$ cat config.mk
export PLATFORM = sky130hd
export DESIGN_NAME = datapath
export DESIGN_NICKNAME = d
export VERILOG_FILES = /design/src/rtl/mipsPkg.sv /design/src/rtl/datapath.sv /design/src/rtl/hazardUnit.sv /design/src/rtl/aluUnit.sv /design/src/rtl/regFile.sv /design/src/rtl/decodeUnit.sv /design/src/rtl/fetchUnit.sv
export SDC_FILE = /design/constraint.sdc
export NUM_CORES = 2
export LEC_CHECK = 0
export BUFFER_PORTS_ARGS = -buffer_cell sky130_fd_sc_hd__buf_4
export CAP_MARGIN = 30
export CORE_ASPECT_RATIO = 0.8
export CORE_MARGIN = 4
export CORE_UTILIZATION = 57
export DETAILED_ROUTE_END_ITERATION = 6
export PLACE_DENSITY_LB_ADDON = 0.3
export SETUP_SLACK_MARGIN = 0.3
export SKIP_LAST_GASP = 1
export SLEW_MARGIN = 20
export SYNTH_ARGS = -nofsm -noshare
export SYNTH_HDL_FRONTEND = slang
export SYNTH_SLANG_ARGS = --single-unit
export TNS_END_PERCENT = 30
$ cat constraint.sdc
create_clock -name clk -period 11.7 [get_ports clk]
set_clock_uncertainty 0.1 [all_clocks]
set_input_delay 1.17 -clock clk [delete_from_list [all_inputs] [get_ports clk]]
set_output_delay 1.17 -clock clk [all_outputs]
set_load 0.005 [all_outputs]
$ cat src/rtl/mipsPkg.sv
package mipsPkg;

    typedef logic [31:0] wordT;   // data or address word
    typedef logic [4:0]  regIdxT; // register number
    typedef logic [3:0]  byteEnT; // store byte lanes

    typedef enum logic [2:0] {
        AluAdd,
        AluSub,
        AluAnd,
        AluOr,
        AluXor,
        AluSlt,
        AluSll,
        AluLui
    } aluOpT;

    // operand source picked in decode, newest first after FwdReg
    typedef enum logic [1:0] {
        FwdReg,
        FwdExe,
        FwdMem,
        FwdWb
    } fwdSelT;

    localparam logic [5:0] OpSpecial = 6'h00;
    localparam logic [5:0] OpBeq     = 6'h04;
    localparam logic [5:0] OpBne     = 6'h05;
    localparam logic [5:0] OpAddiu   = 6'h09;
    localparam logic [5:0] OpAndi    = 6'h0c;
    localparam logic [5:0] OpOri     = 6'h0d;
    localparam logic [5:0] OpLui     = 6'h0f;
    localparam logic [5:0] OpLw      = 6'h23;
    localparam logic [5:0] OpLbu     = 6'h24;
    localparam logic [5:0] OpSb      = 6'h28;
    localparam logic [5:0] OpSw      = 6'h2b;

    localparam logic [5:0] FnSll  = 6'h00;
    localparam logic [5:0] FnAddu = 6'h21;
    localparam logic [5:0] FnSubu = 6'h23;
    localparam logic [5:0] FnAnd  = 6'h24;
    localparam logic [5:0] FnOr   = 6'h25;
    localparam logic [5:0] FnXor  = 6'h26;
    localparam logic [5:0] FnSlt  = 6'h2a;

endpackage
$ cat src/rtl/datapath.sv
module datapath #(
    parameter mipsPkg::wordT ResetPc = 32'hbfc0_0000
) (
    input  logic            clk,
    input  logic            reset_i,
    output mipsPkg::wordT   instAddrF_o,
    output logic            instEnF_o,
    input  mipsPkg::wordT   instrF_i,
    input  logic            iCacheStall_i,
    output logic            memEnM_o,
    output mipsPkg::wordT   memAddrM_o,
    input  mipsPkg::wordT   memRdataM_i,
    output mipsPkg::byteEnT memWriteSelectM_o,
    output mipsPkg::wordT   writeDataM_o,
    input  logic            dCacheStall_i,
    output logic            longestStall_o,
    output mipsPkg::wordT   debugWbPc_o,
    output logic            debugWbRfWen_o,
    output mipsPkg::regIdxT debugWbRfWnum_o,
    output mipsPkg::wordT   debugWbRfWdata_o
);

    logic            stallF, stallD, stallE, stallM, stallW, flushD, flushE;
    mipsPkg::fwdSelT fwdSel1D, fwdSel2D;
    mipsPkg::wordT   pcD, instrD, rd1D, rd2D, srcAD, srcBD, rtValueD, branchTargetD;
    mipsPkg::regIdxT rsD, rtD, writeRegD;
    mipsPkg::aluOpT  aluOpD;
    logic            regWriteD, memReadD, memWriteD, byteAccessD, branchD, branchNeD;
    mipsPkg::wordT   pcE, aluOutE, rtValueE, branchTargetE;
    mipsPkg::regIdxT writeRegE;
    logic            regWriteE, memReadE, memWriteE, byteAccessE, takeE;
    mipsPkg::wordT   pcM, aluOutM, rtValueM, resultM;
    mipsPkg::regIdxT writeRegM;
    logic            regWriteM, memReadM, memWriteM, byteAccessM;
    logic [7:0]      loadByteM;
    mipsPkg::wordT   pcW, resultW;
    mipsPkg::regIdxT writeRegW;
    logic            regWriteW;

    fetchUnit #(.ResetPc(ResetPc)) fetch0 (
        .clk(clk), .reset_i(reset_i), .stallF_i(stallF), .stallD_i(stallD),
        .flushD_i(flushD), .takeE_i(takeE), .branchTargetE_i(branchTargetE),
        .instrF_i(instrF_i), .instAddrF_o(instAddrF_o), .instEnF_o(instEnF_o),
        .pcD_o(pcD), .instrD_o(instrD)
    );

    decodeUnit decode0 (
        .instrD_i(instrD), .pcD_i(pcD), .rd1D_i(rd1D), .rd2D_i(rd2D),
        .fwdAluE_i(aluOutE), .fwdResultM_i(resultM), .fwdResultW_i(resultW),
        .fwdSel1D_i(fwdSel1D), .fwdSel2D_i(fwdSel2D), .rsD_o(rsD), .rtD_o(rtD),
        .writeRegD_o(writeRegD), .srcAD_o(srcAD), .srcBD_o(srcBD), .rtValueD_o(rtValueD),
        .branchTargetD_o(branchTargetD), .aluOpD_o(aluOpD), .regWriteD_o(regWriteD),
        .memReadD_o(memReadD), .memWriteD_o(memWriteD), .byteAccessD_o(byteAccessD),
        .branchD_o(branchD), .branchNeD_o(branchNeD)
    );

    regFile regs0 (
        .clk(clk), .reset_i(reset_i), .stall_i(stallW), .we_i(regWriteW),
        .ra1_i(rsD), .ra2_i(rtD), .wa_i(writeRegW), .wd_i(resultW),
        .rd1_o(rd1D), .rd2_o(rd2D)
    );

    aluUnit alu0 (
        .clk(clk), .reset_i(reset_i), .stallE_i(stallE), .flushE_i(flushE),
        .srcAD_i(srcAD), .srcBD_i(srcBD), .rtValueD_i(rtValueD),
        .branchTargetD_i(branchTargetD), .writeRegD_i(writeRegD), .aluOpD_i(aluOpD),
        .regWriteD_i(regWriteD), .memReadD_i(memReadD), .memWriteD_i(memWriteD),
        .byteAccessD_i(byteAccessD), .branchD_i(branchD), .branchNeD_i(branchNeD),
        .shamtD_i(instrD[10:6]), .aluOutE_o(aluOutE), .rtValueE_o(rtValueE),
        .writeRegE_o(writeRegE), .regWriteE_o(regWriteE), .memReadE_o(memReadE),
        .memWriteE_o(memWriteE), .byteAccessE_o(byteAccessE), .takeE_o(takeE),
        .branchTargetE_o(branchTargetE)
    );

    hazardUnit hazard0 (
        .rsD_i(rsD), .rtD_i(rtD), .writeRegE_i(writeRegE), .writeRegM_i(writeRegM),
        .writeRegW_i(writeRegW), .regWriteE_i(regWriteE), .regWriteM_i(regWriteM),
        .regWriteW_i(regWriteW), .memReadE_i(memReadE), .takeE_i(takeE),
        .iCacheStall_i(iCacheStall_i), .dCacheStall_i(dCacheStall_i),
        .stallF_o(stallF), .stallD_o(stallD), .stallE_o(stallE), .stallM_o(stallM),
        .stallW_o(stallW), .flushD_o(flushD), .flushE_o(flushE),
        .longestStall_o(longestStall_o), .fwdSel1D_o(fwdSel1D), .fwdSel2D_o(fwdSel2D)
    );

    always_ff @(posedge clk) begin
        if (!stallE) begin
            pcE <= pcD; // only for the debug port
        end
    end

    always_ff @(posedge clk) begin
        if (reset_i) begin
            regWriteM   <= 1'b0;
            memReadM    <= 1'b0;
            memWriteM   <= 1'b0;
            byteAccessM <= 1'b0;
        end else if (!stallM) begin
            regWriteM   <= regWriteE;
            memReadM    <= memReadE;
            memWriteM   <= memWriteE;
            byteAccessM <= byteAccessE;
        end
    end

    always_ff @(posedge clk) begin
        if (!stallM) begin
            pcM       <= pcE;
            aluOutM   <= aluOutE;
            rtValueM  <= rtValueE;
            writeRegM <= writeRegE;
        end
    end

    assign memEnM_o     = memReadM | memWriteM;
    assign memAddrM_o   = {aluOutM[31:2], 2'b00};
    assign writeDataM_o = byteAccessM ? {4{rtValueM[7:0]}} : rtValueM; // sb copies the byte
    assign memWriteSelectM_o = !memWriteM ? 4'b0000 :
                               byteAccessM ? 4'b0001 << aluOutM[1:0] : 4'b1111;

    assign loadByteM = memRdataM_i[{aluOutM[1:0], 3'b000} +: 8]; // little endian lanes
    assign resultM   = !memReadM ? aluOutM :
                       byteAccessM ? {24'b0, loadByteM} : memRdataM_i;

    always_ff @(posedge clk) begin
        if (reset_i) begin
            regWriteW <= 1'b0;
        end else if (!stallW) begin
            regWriteW <= regWriteM;
        end
    end

    always_ff @(posedge clk) begin
        if (!stallW) begin
            pcW       <= pcM;
            resultW   <= resultM;
            writeRegW <= writeRegM;
        end
    end

    assign debugWbPc_o      = pcW;
    assign debugWbRfWen_o   = regWriteW & ~stallW; // one pulse per retired write
    assign debugWbRfWnum_o  = writeRegW;
    assign debugWbRfWdata_o = resultW;

    // a load-use stall and a taken branch never meet in the same cycle
    noFlushWhileStalled: assert property (@(posedge clk) disable iff (reset_i || longestStall_o)
        !(flushD && stallD));

endmodule

$ cat src/rtl/hazardUnit.sv
module hazardUnit (
    input  mipsPkg::regIdxT rsD_i,
    input  mipsPkg::regIdxT rtD_i,
    input  mipsPkg::regIdxT writeRegE_i,
    input  mipsPkg::regIdxT writeRegM_i,
    input  mipsPkg::regIdxT writeRegW_i,
    input  logic            regWriteE_i,
    input  logic            regWriteM_i,
    input  logic            regWriteW_i,
    input  logic            memReadE_i,
    input  logic            takeE_i,
    input  logic            iCacheStall_i,
    input  logic            dCacheStall_i,
    output logic            stallF_o,
    output logic            stallD_o,
    output logic            stallE_o,
    output logic            stallM_o,
    output logic            stallW_o,
    output logic            flushD_o,
    output logic            flushE_o,
    output logic            longestStall_o,
    output mipsPkg::fwdSelT fwdSel1D_o,
    output mipsPkg::fwdSelT fwdSel2D_o
);

    logic loadUse;

    // newest producer wins
    function automatic mipsPkg::fwdSelT pickSrc(input mipsPkg::regIdxT src);
        if (src == '0) begin
            return mipsPkg::FwdReg;
        end else if (regWriteE_i && writeRegE_i == src) begin
            return mipsPkg::FwdExe;
        end else if (regWriteM_i && writeRegM_i == src) begin
            return mipsPkg::FwdMem;
        end else if (regWriteW_i && writeRegW_i == src) begin
            return mipsPkg::FwdWb;
        end
        return mipsPkg::FwdReg;
    endfunction

    assign fwdSel1D_o = pickSrc(rsD_i);
    assign fwdSel2D_o = pickSrc(rtD_i);

    // load data only exists from memory on
    assign loadUse = memReadE_i && regWriteE_i &&
                     (writeRegE_i == rsD_i || writeRegE_i == rtD_i);

    assign longestStall_o = iCacheStall_i | dCacheStall_i;
    assign stallF_o       = loadUse | longestStall_o;
    assign stallD_o       = loadUse | longestStall_o;
    assign stallE_o       = longestStall_o;
    assign stallM_o       = longestStall_o;
    assign stallW_o       = longestStall_o;
    assign flushD_o       = takeE_i; // kill the fetch after the delay slot
    assign flushE_o       = loadUse; // bubble while the load moves on

endmodule

$ cat src/rtl/aluUnit.sv
module aluUnit (
    input  logic            clk,
    input  logic            reset_i,
    input  logic            stallE_i,
    input  logic            flushE_i,
    input  mipsPkg::wordT   srcAD_i,
    input  mipsPkg::wordT   srcBD_i,
    input  mipsPkg::wordT   rtValueD_i,
    input  mipsPkg::wordT   branchTargetD_i,
    input  mipsPkg::regIdxT writeRegD_i,
    input  mipsPkg::aluOpT  aluOpD_i,
    input  logic            regWriteD_i,
    input  logic            memReadD_i,
    input  logic            memWriteD_i,
    input  logic            byteAccessD_i,
    input  logic            branchD_i,
    input  logic            branchNeD_i,
    input  logic [4:0]      shamtD_i,
    output mipsPkg::wordT   aluOutE_o,
    output mipsPkg::wordT   rtValueE_o,
    output mipsPkg::regIdxT writeRegE_o,
    output logic            regWriteE_o,
    output logic            memReadE_o,
    output logic            memWriteE_o,
    output logic            byteAccessE_o,
    output logic            takeE_o,
    output mipsPkg::wordT   branchTargetE_o
);

    mipsPkg::wordT  srcAE;
    mipsPkg::wordT  srcBE;
    mipsPkg::aluOpT aluOpE;
    logic [4:0]     shamtE;
    logic           branchE;
    logic           branchNeE;

    // control bits, cleared into a bubble
    always_ff @(posedge clk) begin
        if (reset_i || (flushE_i && !stallE_i)) begin
            regWriteE_o   <= 1'b0;
            memReadE_o    <= 1'b0;
            memWriteE_o   <= 1'b0;
            byteAccessE_o <= 1'b0;
            branchE       <= 1'b0;
            branchNeE     <= 1'b0;
        end else if (!stallE_i) begin
            regWriteE_o   <= regWriteD_i;
            memReadE_o    <= memReadD_i;
            memWriteE_o   <= memWriteD_i;
            byteAccessE_o <= byteAccessD_i;
            branchE       <= branchD_i;
            branchNeE     <= branchNeD_i;
        end
    end

    always_ff @(posedge clk) begin
        if (!stallE_i) begin
            srcAE           <= srcAD_i;
            srcBE           <= srcBD_i;
            rtValueE_o      <= rtValueD_i;
            branchTargetE_o <= branchTargetD_i;
            writeRegE_o     <= writeRegD_i;
            aluOpE          <= aluOpD_i;
            shamtE          <= shamtD_i;
        end
    end

    always_comb begin
        case (aluOpE)
            mipsPkg::AluAdd: aluOutE_o = srcAE + srcBE;
            mipsPkg::AluSub: aluOutE_o = srcAE - srcBE;
            mipsPkg::AluAnd: aluOutE_o = srcAE & srcBE;
            mipsPkg::AluOr:  aluOutE_o = srcAE | srcBE;
            mipsPkg::AluXor: aluOutE_o = srcAE ^ srcBE;
            mipsPkg::AluSlt: aluOutE_o = {31'b0, $signed(srcAE) < $signed(srcBE)};
            mipsPkg::AluSll: aluOutE_o = srcBE << shamtE; // shifts rt
            default:         aluOutE_o = {srcBE[15:0], 16'b0}; // lui
        endcase
    end

    // beq or bne, operands already forwarded in decode
    assign takeE_o = branchE && ((srcAE == rtValueE_o) ^ branchNeE);

    // a taken branch in execute carries no register write and no memory access
    takeIsBranch: assert property (@(posedge clk) disable iff (reset_i)
        takeE_o |-> (!regWriteE_o && !memReadE_o && !memWriteE_o));

endmodule

$ cat src/rtl/regFile.sv
module regFile (
    input  logic            clk,
    input  logic            reset_i,
    input  logic            stall_i,
    input  logic            we_i,
    input  mipsPkg::regIdxT ra1_i,
    input  mipsPkg::regIdxT ra2_i,
    input  mipsPkg::regIdxT wa_i,
    input  mipsPkg::wordT   wd_i,
    output mipsPkg::wordT   rd1_o,
    output mipsPkg::wordT   rd2_o
);

    mipsPkg::wordT regs [0:31];

    always_ff @(posedge clk) begin
        if (!reset_i && we_i && !stall_i && wa_i != '0) begin
            regs[wa_i] <= wd_i;
        end
    end

    // $0 is never written, so it is masked on read
    assign rd1_o = (ra1_i == '0) ? '0 : regs[ra1_i];
    assign rd2_o = (ra2_i == '0) ? '0 : regs[ra2_i];

endmodule

$ cat src/rtl/decodeUnit.sv
module decodeUnit (
    input  mipsPkg::wordT   instrD_i,
    input  mipsPkg::wordT   pcD_i,
    input  mipsPkg::wordT   rd1D_i,
    input  mipsPkg::wordT   rd2D_i,
    input  mipsPkg::wordT   fwdAluE_i,
    input  mipsPkg::wordT   fwdResultM_i,
    input  mipsPkg::wordT   fwdResultW_i,
    input  mipsPkg::fwdSelT fwdSel1D_i,
    input  mipsPkg::fwdSelT fwdSel2D_i,
    output mipsPkg::regIdxT rsD_o,
    output mipsPkg::regIdxT rtD_o,
    output mipsPkg::regIdxT writeRegD_o,
    output mipsPkg::wordT   srcAD_o,
    output mipsPkg::wordT   srcBD_o,
    output mipsPkg::wordT   rtValueD_o,
    output mipsPkg::wordT   branchTargetD_o,
    output mipsPkg::aluOpT  aluOpD_o,
    output logic            regWriteD_o,
    output logic            memReadD_o,
    output logic            memWriteD_o,
    output logic            byteAccessD_o,
    output logic            branchD_o,
    output logic            branchNeD_o
);

    logic [5:0]    opcode;
    logic [5:0]    funct;
    logic          writesReg;
    logic          useImm;
    logic          signExt;
    logic          useRd;
    mipsPkg::wordT immSign;
    mipsPkg::wordT immExt;

    function automatic mipsPkg::wordT pickFwd(input mipsPkg::fwdSelT sel,
                                              input mipsPkg::wordT regVal);
        case (sel)
            mipsPkg::FwdExe: return fwdAluE_i;
            mipsPkg::FwdMem: return fwdResultM_i;
            mipsPkg::FwdWb:  return fwdResultW_i;
            default:         return regVal;
        endcase
    endfunction

    assign opcode = instrD_i[31:26];
    assign funct  = instrD_i[5:0];
    assign rsD_o  = instrD_i[25:21];
    assign rtD_o  = instrD_i[20:16];

    always_comb begin
        aluOpD_o      = mipsPkg::AluAdd;
        writesReg     = 1'b0;
        useImm        = 1'b1;
        signExt       = 1'b1;
        useRd         = 1'b0;
        memReadD_o    = 1'b0;
        memWriteD_o   = 1'b0;
        byteAccessD_o = 1'b0;
        branchD_o     = 1'b0;
        branchNeD_o   = 1'b0;
        case (opcode)
            mipsPkg::OpSpecial: begin
                useImm    = 1'b0;
                useRd     = 1'b1;
                writesReg = 1'b1;
                case (funct)
                    mipsPkg::FnAddu: aluOpD_o = mipsPkg::AluAdd;
                    mipsPkg::FnSubu: aluOpD_o = mipsPkg::AluSub;
                    mipsPkg::FnAnd:  aluOpD_o = mipsPkg::AluAnd;
                    mipsPkg::FnOr:   aluOpD_o = mipsPkg::AluOr;
                    mipsPkg::FnXor:  aluOpD_o = mipsPkg::AluXor;
                    mipsPkg::FnSlt:  aluOpD_o = mipsPkg::AluSlt;
                    mipsPkg::FnSll:  aluOpD_o = mipsPkg::AluSll;
                    default:         writesReg = 1'b0; // unsupported funct acts as nop
                endcase
            end
            mipsPkg::OpAddiu: writesReg = 1'b1;
            mipsPkg::OpAndi: begin
                writesReg = 1'b1;
                signExt   = 1'b0;
                aluOpD_o  = mipsPkg::AluAnd;
            end
            mipsPkg::OpOri: begin
                writesReg = 1'b1;
                signExt   = 1'b0;
                aluOpD_o  = mipsPkg::AluOr;
            end
            mipsPkg::OpLui: begin
                writesReg = 1'b1;
                aluOpD_o  = mipsPkg::AluLui;
            end
            mipsPkg::OpBeq, mipsPkg::OpBne: begin
                useImm      = 1'b0; // compare uses rs and rt
                branchD_o   = 1'b1;
                branchNeD_o = (opcode == mipsPkg::OpBne);
            end
            mipsPkg::OpLw, mipsPkg::OpLbu: begin
                writesReg     = 1'b1;
                memReadD_o    = 1'b1;
                byteAccessD_o = (opcode == mipsPkg::OpLbu);
            end
            mipsPkg::OpSw, mipsPkg::OpSb: begin
                memWriteD_o   = 1'b1;
                byteAccessD_o = (opcode == mipsPkg::OpSb);
            end
            default: writesReg = 1'b0;
        endcase
    end

    assign immSign = {{16{instrD_i[15]}}, instrD_i[15:0]};
    assign immExt  = signExt ? immSign : {16'b0, instrD_i[15:0]};

    assign writeRegD_o = useRd ? instrD_i[15:11] : rtD_o;
    assign regWriteD_o = writesReg && (writeRegD_o != '0); // writes to $0 are dropped

    assign srcAD_o    = pickFwd(fwdSel1D_i, rd1D_i);
    assign rtValueD_o = pickFwd(fwdSel2D_i, rd2D_i);
    assign srcBD_o    = useImm ? immExt : rtValueD_o;

    // relative to the delay slot
    assign branchTargetD_o = pcD_i + 32'd4 + {immSign[29:0], 2'b00};

endmodule

$ cat src/rtl/fetchUnit.sv
module fetchUnit #(
    parameter mipsPkg::wordT ResetPc = 32'h0000_0000
) (
    input  logic          clk,
    input  logic          reset_i,
    input  logic          stallF_i,
    input  logic          stallD_i,
    input  logic          flushD_i,
    input  logic          takeE_i,
    input  mipsPkg::wordT branchTargetE_i,
    input  mipsPkg::wordT instrF_i,
    output mipsPkg::wordT instAddrF_o,
    output logic          instEnF_o,
    output mipsPkg::wordT pcD_o,
    output mipsPkg::wordT instrD_o
);

    mipsPkg::wordT pcF;
    mipsPkg::wordT pcNext;

    // predict not taken, redirect once the branch resolves in execute
    assign pcNext = takeE_i ? branchTargetE_i : pcF + 32'd4;

    always_ff @(posedge clk) begin
        if (reset_i) begin
            pcF <= ResetPc;
        end else if (!stallF_i) begin
            pcF <= pcNext;
        end
    end

    assign instAddrF_o = pcF;
    assign instEnF_o   = ~flushD_i; // slot after the delay slot is dropped

    always_ff @(posedge clk) begin
        if (reset_i) begin
            instrD_o <= '0; // all zero is a nop
        end else if (!stallD_i) begin
            instrD_o <= flushD_i ? '0 : instrF_i;
        end
    end

    always_ff @(posedge clk) begin
        if (!stallD_i) begin
            pcD_o <= pcF;
        end
    end

    // branch targets and reset value must keep fetch on word boundaries
    pcAligned: assert property (@(posedge clk) disable iff (reset_i)
        instAddrF_o[1:0] == 2'b00);

endmodule

# After elaboration in Yosys (flattened, before gate mapping)
# Memories as Yosys holds them, arrays and structs flattened. A register that Yosys moved wholly into a read port is not among the register bits.
# Cells that the tools add are included.
word_totals:
  out_inout_bits: 173
  ff_bits: 450
  n_memories: 1
  in_bits: 68
  elab_cells: 165
  mem_bits_rw: 1024
op_classes:
  n_reduce_logical: 32
  n_addsub: 5
  n_bitwise: 10
  n_lt_le_gt_ge: 1
  shift: 3
  mux: 49
  eq_ne: 35
memory_table:
  columns: ["name", "words", "width", "rd", "rd_clocked_by_memory_dff", "wr", "line", "text"]
  rows:
  - ["regs0.regs", 32, 32, 2, 2, 1, "regFile.sv:14", "mipsPkg::wordT regs [0:31];"]
ops:
  columns: ["cell", "count"]
  rows:
  - ["2-to-1 mux 32 bit", 9]
  - ["one-hot mux 32 bit (7 select lines)", 1]
  - ["one-hot mux 32 bit (3 select lines)", 2]
  - ["adder 32 x 3 -> 32 bit, second input constant", 2]
  - ["adder 32 bit", 2]
  - ["== test 6 bit, second input constant", 10]
  - ["AND 32 bit", 1]
  - ["== test 32 bit", 1]
  - ["< comparator 32 bit", 1]
  - ["bitwise OR 32 bit", 1]
  - ["indexed part select 32 x 6 -> 8 bit", 1]
  - ["left shift 32 x 5 -> 32 bit", 1]
  - ["subtractor 32 bit", 1]
  - ["XOR 32 bit", 1]
  - ["== test 5 bit", 6]
  - ["2-to-1 mux 5 bit", 5]
  - ["== test 6 x 4 -> 1 bit, second input constant", 4]
  - ["2-to-1 mux 2 bit", 10]
  - ["one-hot mux 3 bit (6 select lines)", 1]
  - ["2-to-1 mux 1 bit", 16]
  - ["logical AND 1 bit", 14]
  - ["== test 6 x 3 -> 1 bit, second input constant", 2]
  - ["zero test 6 bit", 2]
  - ["one-hot mux 3 bit (4 select lines)", 1]
  - ["21 further kinds", 40]

# Depth between registers and ports, before layout
logic_depth:
  ltp_word: 10
  ltp_mapped: 15
  ltp_nobuf: 15

# Hierarchy
# A second synthesis with hierarchy kept.
hier_totals:
  hier_cells: 5238
  area_unflattened_um2: 76239.4
by_module_without_submodules:
  columns: ["module", "cells_each", "area_each_um2", "instances"]
  rows:
  - ["regFile", 2578, 47999.8, 1]
  - ["aluUnit", 1249, 11806.3, 1]
  - ["datapath", 462, 7596.0, 1]
  - ["decodeUnit", 480, 4362.9, 1]
  - ["fetchUnit", 401, 3967.6, 1]
  - ["hazardUnit", 68, 506.7, 1]

# Least setup slack after synthesis
# Ideal clock, no wire load.
synth_timing:
  path_type: "input port to flip-flop"
  startpoint: "in dCacheStall_i"
  endpoint: "reg alu0.regWriteE_o"
  slack_ns: -0.518
  arrival_time_ns: 11.970
  setup_time_ns: 0.148
  path_stages: 4
  path_cell_list: "nor2_1 > clkbuf_1 > a31o_2 > nor2_1"
synth_via:
  elab_chain_len: 4
synth_lines:
  columns: ["element", "line", "text"]
  rows:
  - ["start, declared", "datapath.sv:15", "input logic dCacheStall_i,"]
  - ["bitwise OR 1 bit *", "hazardUnit.sv:49", "assign longestStall_o = iCacheStall_i | dCacheStall_i;"]
  - ["zero test 1 bit", null, null]
  - ["logical AND 1 bit", "aluUnit.sv:39", "if (reset_i || (flushE_i && !stallE_i)) begin"]
  - ["logical OR 1 bit", "aluUnit.sv:39", null]
  - ["end signal, assigned", "aluUnit.sv:47", "regWriteE_o <= regWriteD_i;"]
  - ["end, declared", "aluUnit.sv:22", "output logic regWriteE_o,"]
# Every way passes the cells marked *; elsewhere a longest branch is shown, timed or not.
# A chain may end at the register's enable or synchronous reset.

# Final worst setup path
layout_timing:
  startpoint: "reg alu0.srcAE[2]"
  endpoint: "out instEnF_o"
layout_via:
  elab_chain_len: 4
layout_lines:
  columns: ["element", "line", "text"]
  rows:
  - ["start, declared", "aluUnit.sv:30", "mipsPkg::wordT srcAE;"]
  - ["start signal, assigned", "aluUnit.sv:58", "srcAE <= srcAD_i;"]
  - ["== test 32 bit", "aluUnit.sv:82", "assign takeE_o = branchE && ((srcAE == rtValueE_o) ^ branchNeE);"]
  - ["XOR 1 bit", "aluUnit.sv:82", null]
  - ["logical AND 1 bit", "aluUnit.sv:82", null]
  - ["NOT 1 bit", "fetchUnit.sv:33", "assign instEnF_o = ~flushD_i;"]
  - ["end, declared", "datapath.sv:7", "output logic instEnF_o,"]
# Every way passes these cells.

==> run metrics <==
area leader, netlist edfxtp_1; post-synth cell types 97; DR pass1 iterations 6; CP peak stage delay 810 ps; CTS Buf Count between 100 and 150; crit end category output pin; CTS max path bufs 3; TritonCTS clock tree yes; Synth warnings 0; Post-synth top flop edfxtp_1; Buf/Inv on CP 2; Mapped Cells 4866; Syn-to-layout area delta 11.5%; synthesized cell area 74900 um2; layout cells sized above 1 0.263; via count about 49000; Fill cells 9031; RSZ-0062 raised after global routing false; shortest period the worst path allows between 5000 and 6000 ps; post-detail-place hpwl about 150000 um; Syn Area/Cell 15.4 um2; Yosys top cell area share 0.560; first-pass GRT wire length 343000 um; total congestion overflow 0; final setup fails 0; outcome complete, no violations; DRT iter0 DRCs 8988; initial core utilization 0.577; Chip Width 413 um; Synth Register Bits 1482; Detailed Route WL 238000 um; Final nets 5285; worst slew pin tran 1150 ps; Worst Path Arrival 4270 ps; Setup TNS Final 0 ps; htree depth 4; WL/cell 34.4 um; Root Driver clkbuf_16; Core Util, Final 0.643; core area 130000 um2; critical path class reg2out; asr flop ratio synth 0; Max Cap Violations 0; gr usage total 0.347; Min-Delay Path Class reg2reg; Hold WS 319 ps; Die Span Y 332 um; fin worst setup slack 6160 ps; initial antenna violation count 8; maximum clock frequency 180 MHz; Rel. slew slack 0.230; gpl congestion 1.06; Final Hold Vio Count 0; fraction of the yosys area taken by sequential cells 0.583; postcts setup bufs 0; CTS Sinks 1482; largest net degree at the start of global routing 149; final worst-path cycle share 0.474; PortBufs 238; Max Slew Vio Count 0; worst-path fanout max around 70; Post-synth EDFFs between 1000 and 1500; Lkg Pwr 0.0275 uW; residual DRC count 0; Pwr Density 144 nW/um2; most common cell after layout, fill and taps aside edfxtp_1; critical path required time 10430 ps; Skew-Pair Late Insertion Delay 790 ps; critical path launch point type flip-flop; die area 137000 um2; family with the most delay on the worst path simple AND/OR/NAND/NOR gates; worst vdd ir ~0.00016 V; most frequent cells in the layout 1397 x edfxtp_1, 665 x mux4_2, 369 x buf_4; cell breakdown of the critical path xnor2_1, nand4_1, nor4_1, nand2_1, xnor2_1, nand2_2, buf_4, buf_4; vias in the first global route 48400; DR vias/cell 7.16; FP Rows about 120; post-CTS sizing 0; I/O pin cnt 241; slowest CP cell nor4_1; DRT antenna net count 0; clk slew on worst S/H paths 60 ps; Finished Layout Cells 6909; top post-synthesis cells by area edfxtp_1 56%, mux4_2 20%, ha_1 2.8%; pre-CTS setup slack 6760 ps; placed insts between 6000 and 7000; CTS hold repair buffers 0
## logic make-up after synthesis
kind of cell,count (synthesis),synth area share
buf+inv,562,0.0311
compound gates,845,0.0726
other cells,1,0.0000500
fa+ha+maj,168,0.0284
flops,1482,0.583
simple gates,894,0.0535
xor+xnor,112,0.0131
mux,802,0.219
## sequential cells by signal, indices dropped and copies added (netlist names), 3 cells and up, named ones only
| signal | cells |
|---|---|
| regs0.regs | 1024 |
| alu0.branchTargetE_o | 32 |
| alu0.rtValueE_o | 32 |
| alu0.srcAE | 32 |
| alu0.srcBE | 32 |
| aluOutM | 32 |
| debugWbPc_o | 32 |
| debugWbRfWdata_o | 32 |
| fetch0.instAddrF_o | 32 |
| fetch0.instrD_o | 32 |
| fetch0.pcD_o | 32 |
| pcM | 32 |
| rtValueM | 32 |
| pcE | 30 |
| alu0.shamtE | 5 |
| alu0.writeRegE_o | 5 |
| debugWbRfWnum_o | 5 |
| writeRegM | 5 |
| alu0.aluOpE | 3 |
## power breakdown
part           total, uW  switching (uW)  internal [uW]
combinational       1360             831            533
clock               4630            2020           2610
sequential          6010             116           5890
## metrics by stage
step	cell area [um2]	power, uW
3_3_place_gp	78700	7400
4_1_cts	83400	12000
6_report	83500	12000
3_5_place_dp	78800	7420
2_1_floorplan	75100	6940
5_1_grt	83500	12300
## cell usage after synthesis (all sizes together), types with 25 or more instances
cell type	n
nor2b	38
nor2	321
a22oi	26
nor3	42
o221ai	25
mux2i	108
inv	180
nand2b	36
xor2	36
ha	165
xnor2	76
nand3	44
a211oi	41
a31oi	29
edfxtp	1397
mux2	29
a21oi	297
o21ai	172
nand4	26
clkbuf	254
nand2	291
buf	127
mux4	665
dfxtp	85
## final timing paths
| check | from | to | slack, ps | cells past startpoint |
|---|---|---|---|---|
| worst max-delay path | alu0.srcAE[2]$_DFFE_PN_ | instEnF_o | 6160 | 8 |
| worst max register to register | alu0.srcBE[9]$_DFFE_PN_ | alu0.srcBE[20]$_DFFE_PN_ | 6600 | 12 |
| worst min-delay path | pcM[14]$_DFFE_PN_ | debugWbPc_o[14]$_DFFE_PN_ | 320 | 0 |
| worst min register to register | pcM[14]$_DFFE_PN_ | debugWbPc_o[14]$_DFFE_PN_ | 320 | 0 |
## metal layers
| metal | part of all wire | GRT usage | routed length (um) |
|---|---|---|---|
| met1 | 0.36 | 0.491 | 85700 |
| met2 | 0.44 | 0.491 | 104000 |
| met5 | 0.00011 | 0 | 27 |
| met3 | 0.15 | 0.111 | 34600 |
| met4 | 0.057 | 0.174 | 13600 |
## layout make-up
| class | instances | area (um2) | area share |
|---|---|---|---|
| Multi-Input combinational cell | 2855 | 29300 | 0.351 |
| Tap cell | 1740 | 2180 | 0.0261 |
| Clock inverter | 70 | 648 | 0.00776 |
| Timing Repair Buffer | 385 | 3060 | 0.0367 |
| Antenna cell | 6 | 15.0 | 0.000180 |
| Clock buffer | 190 | 3930 | 0.0471 |
| Sequential cell | 1482 | 43700 | 0.523 |
| Inverter | 181 | 681 | 0.00815 |
(Power assumes the default switching activity.)
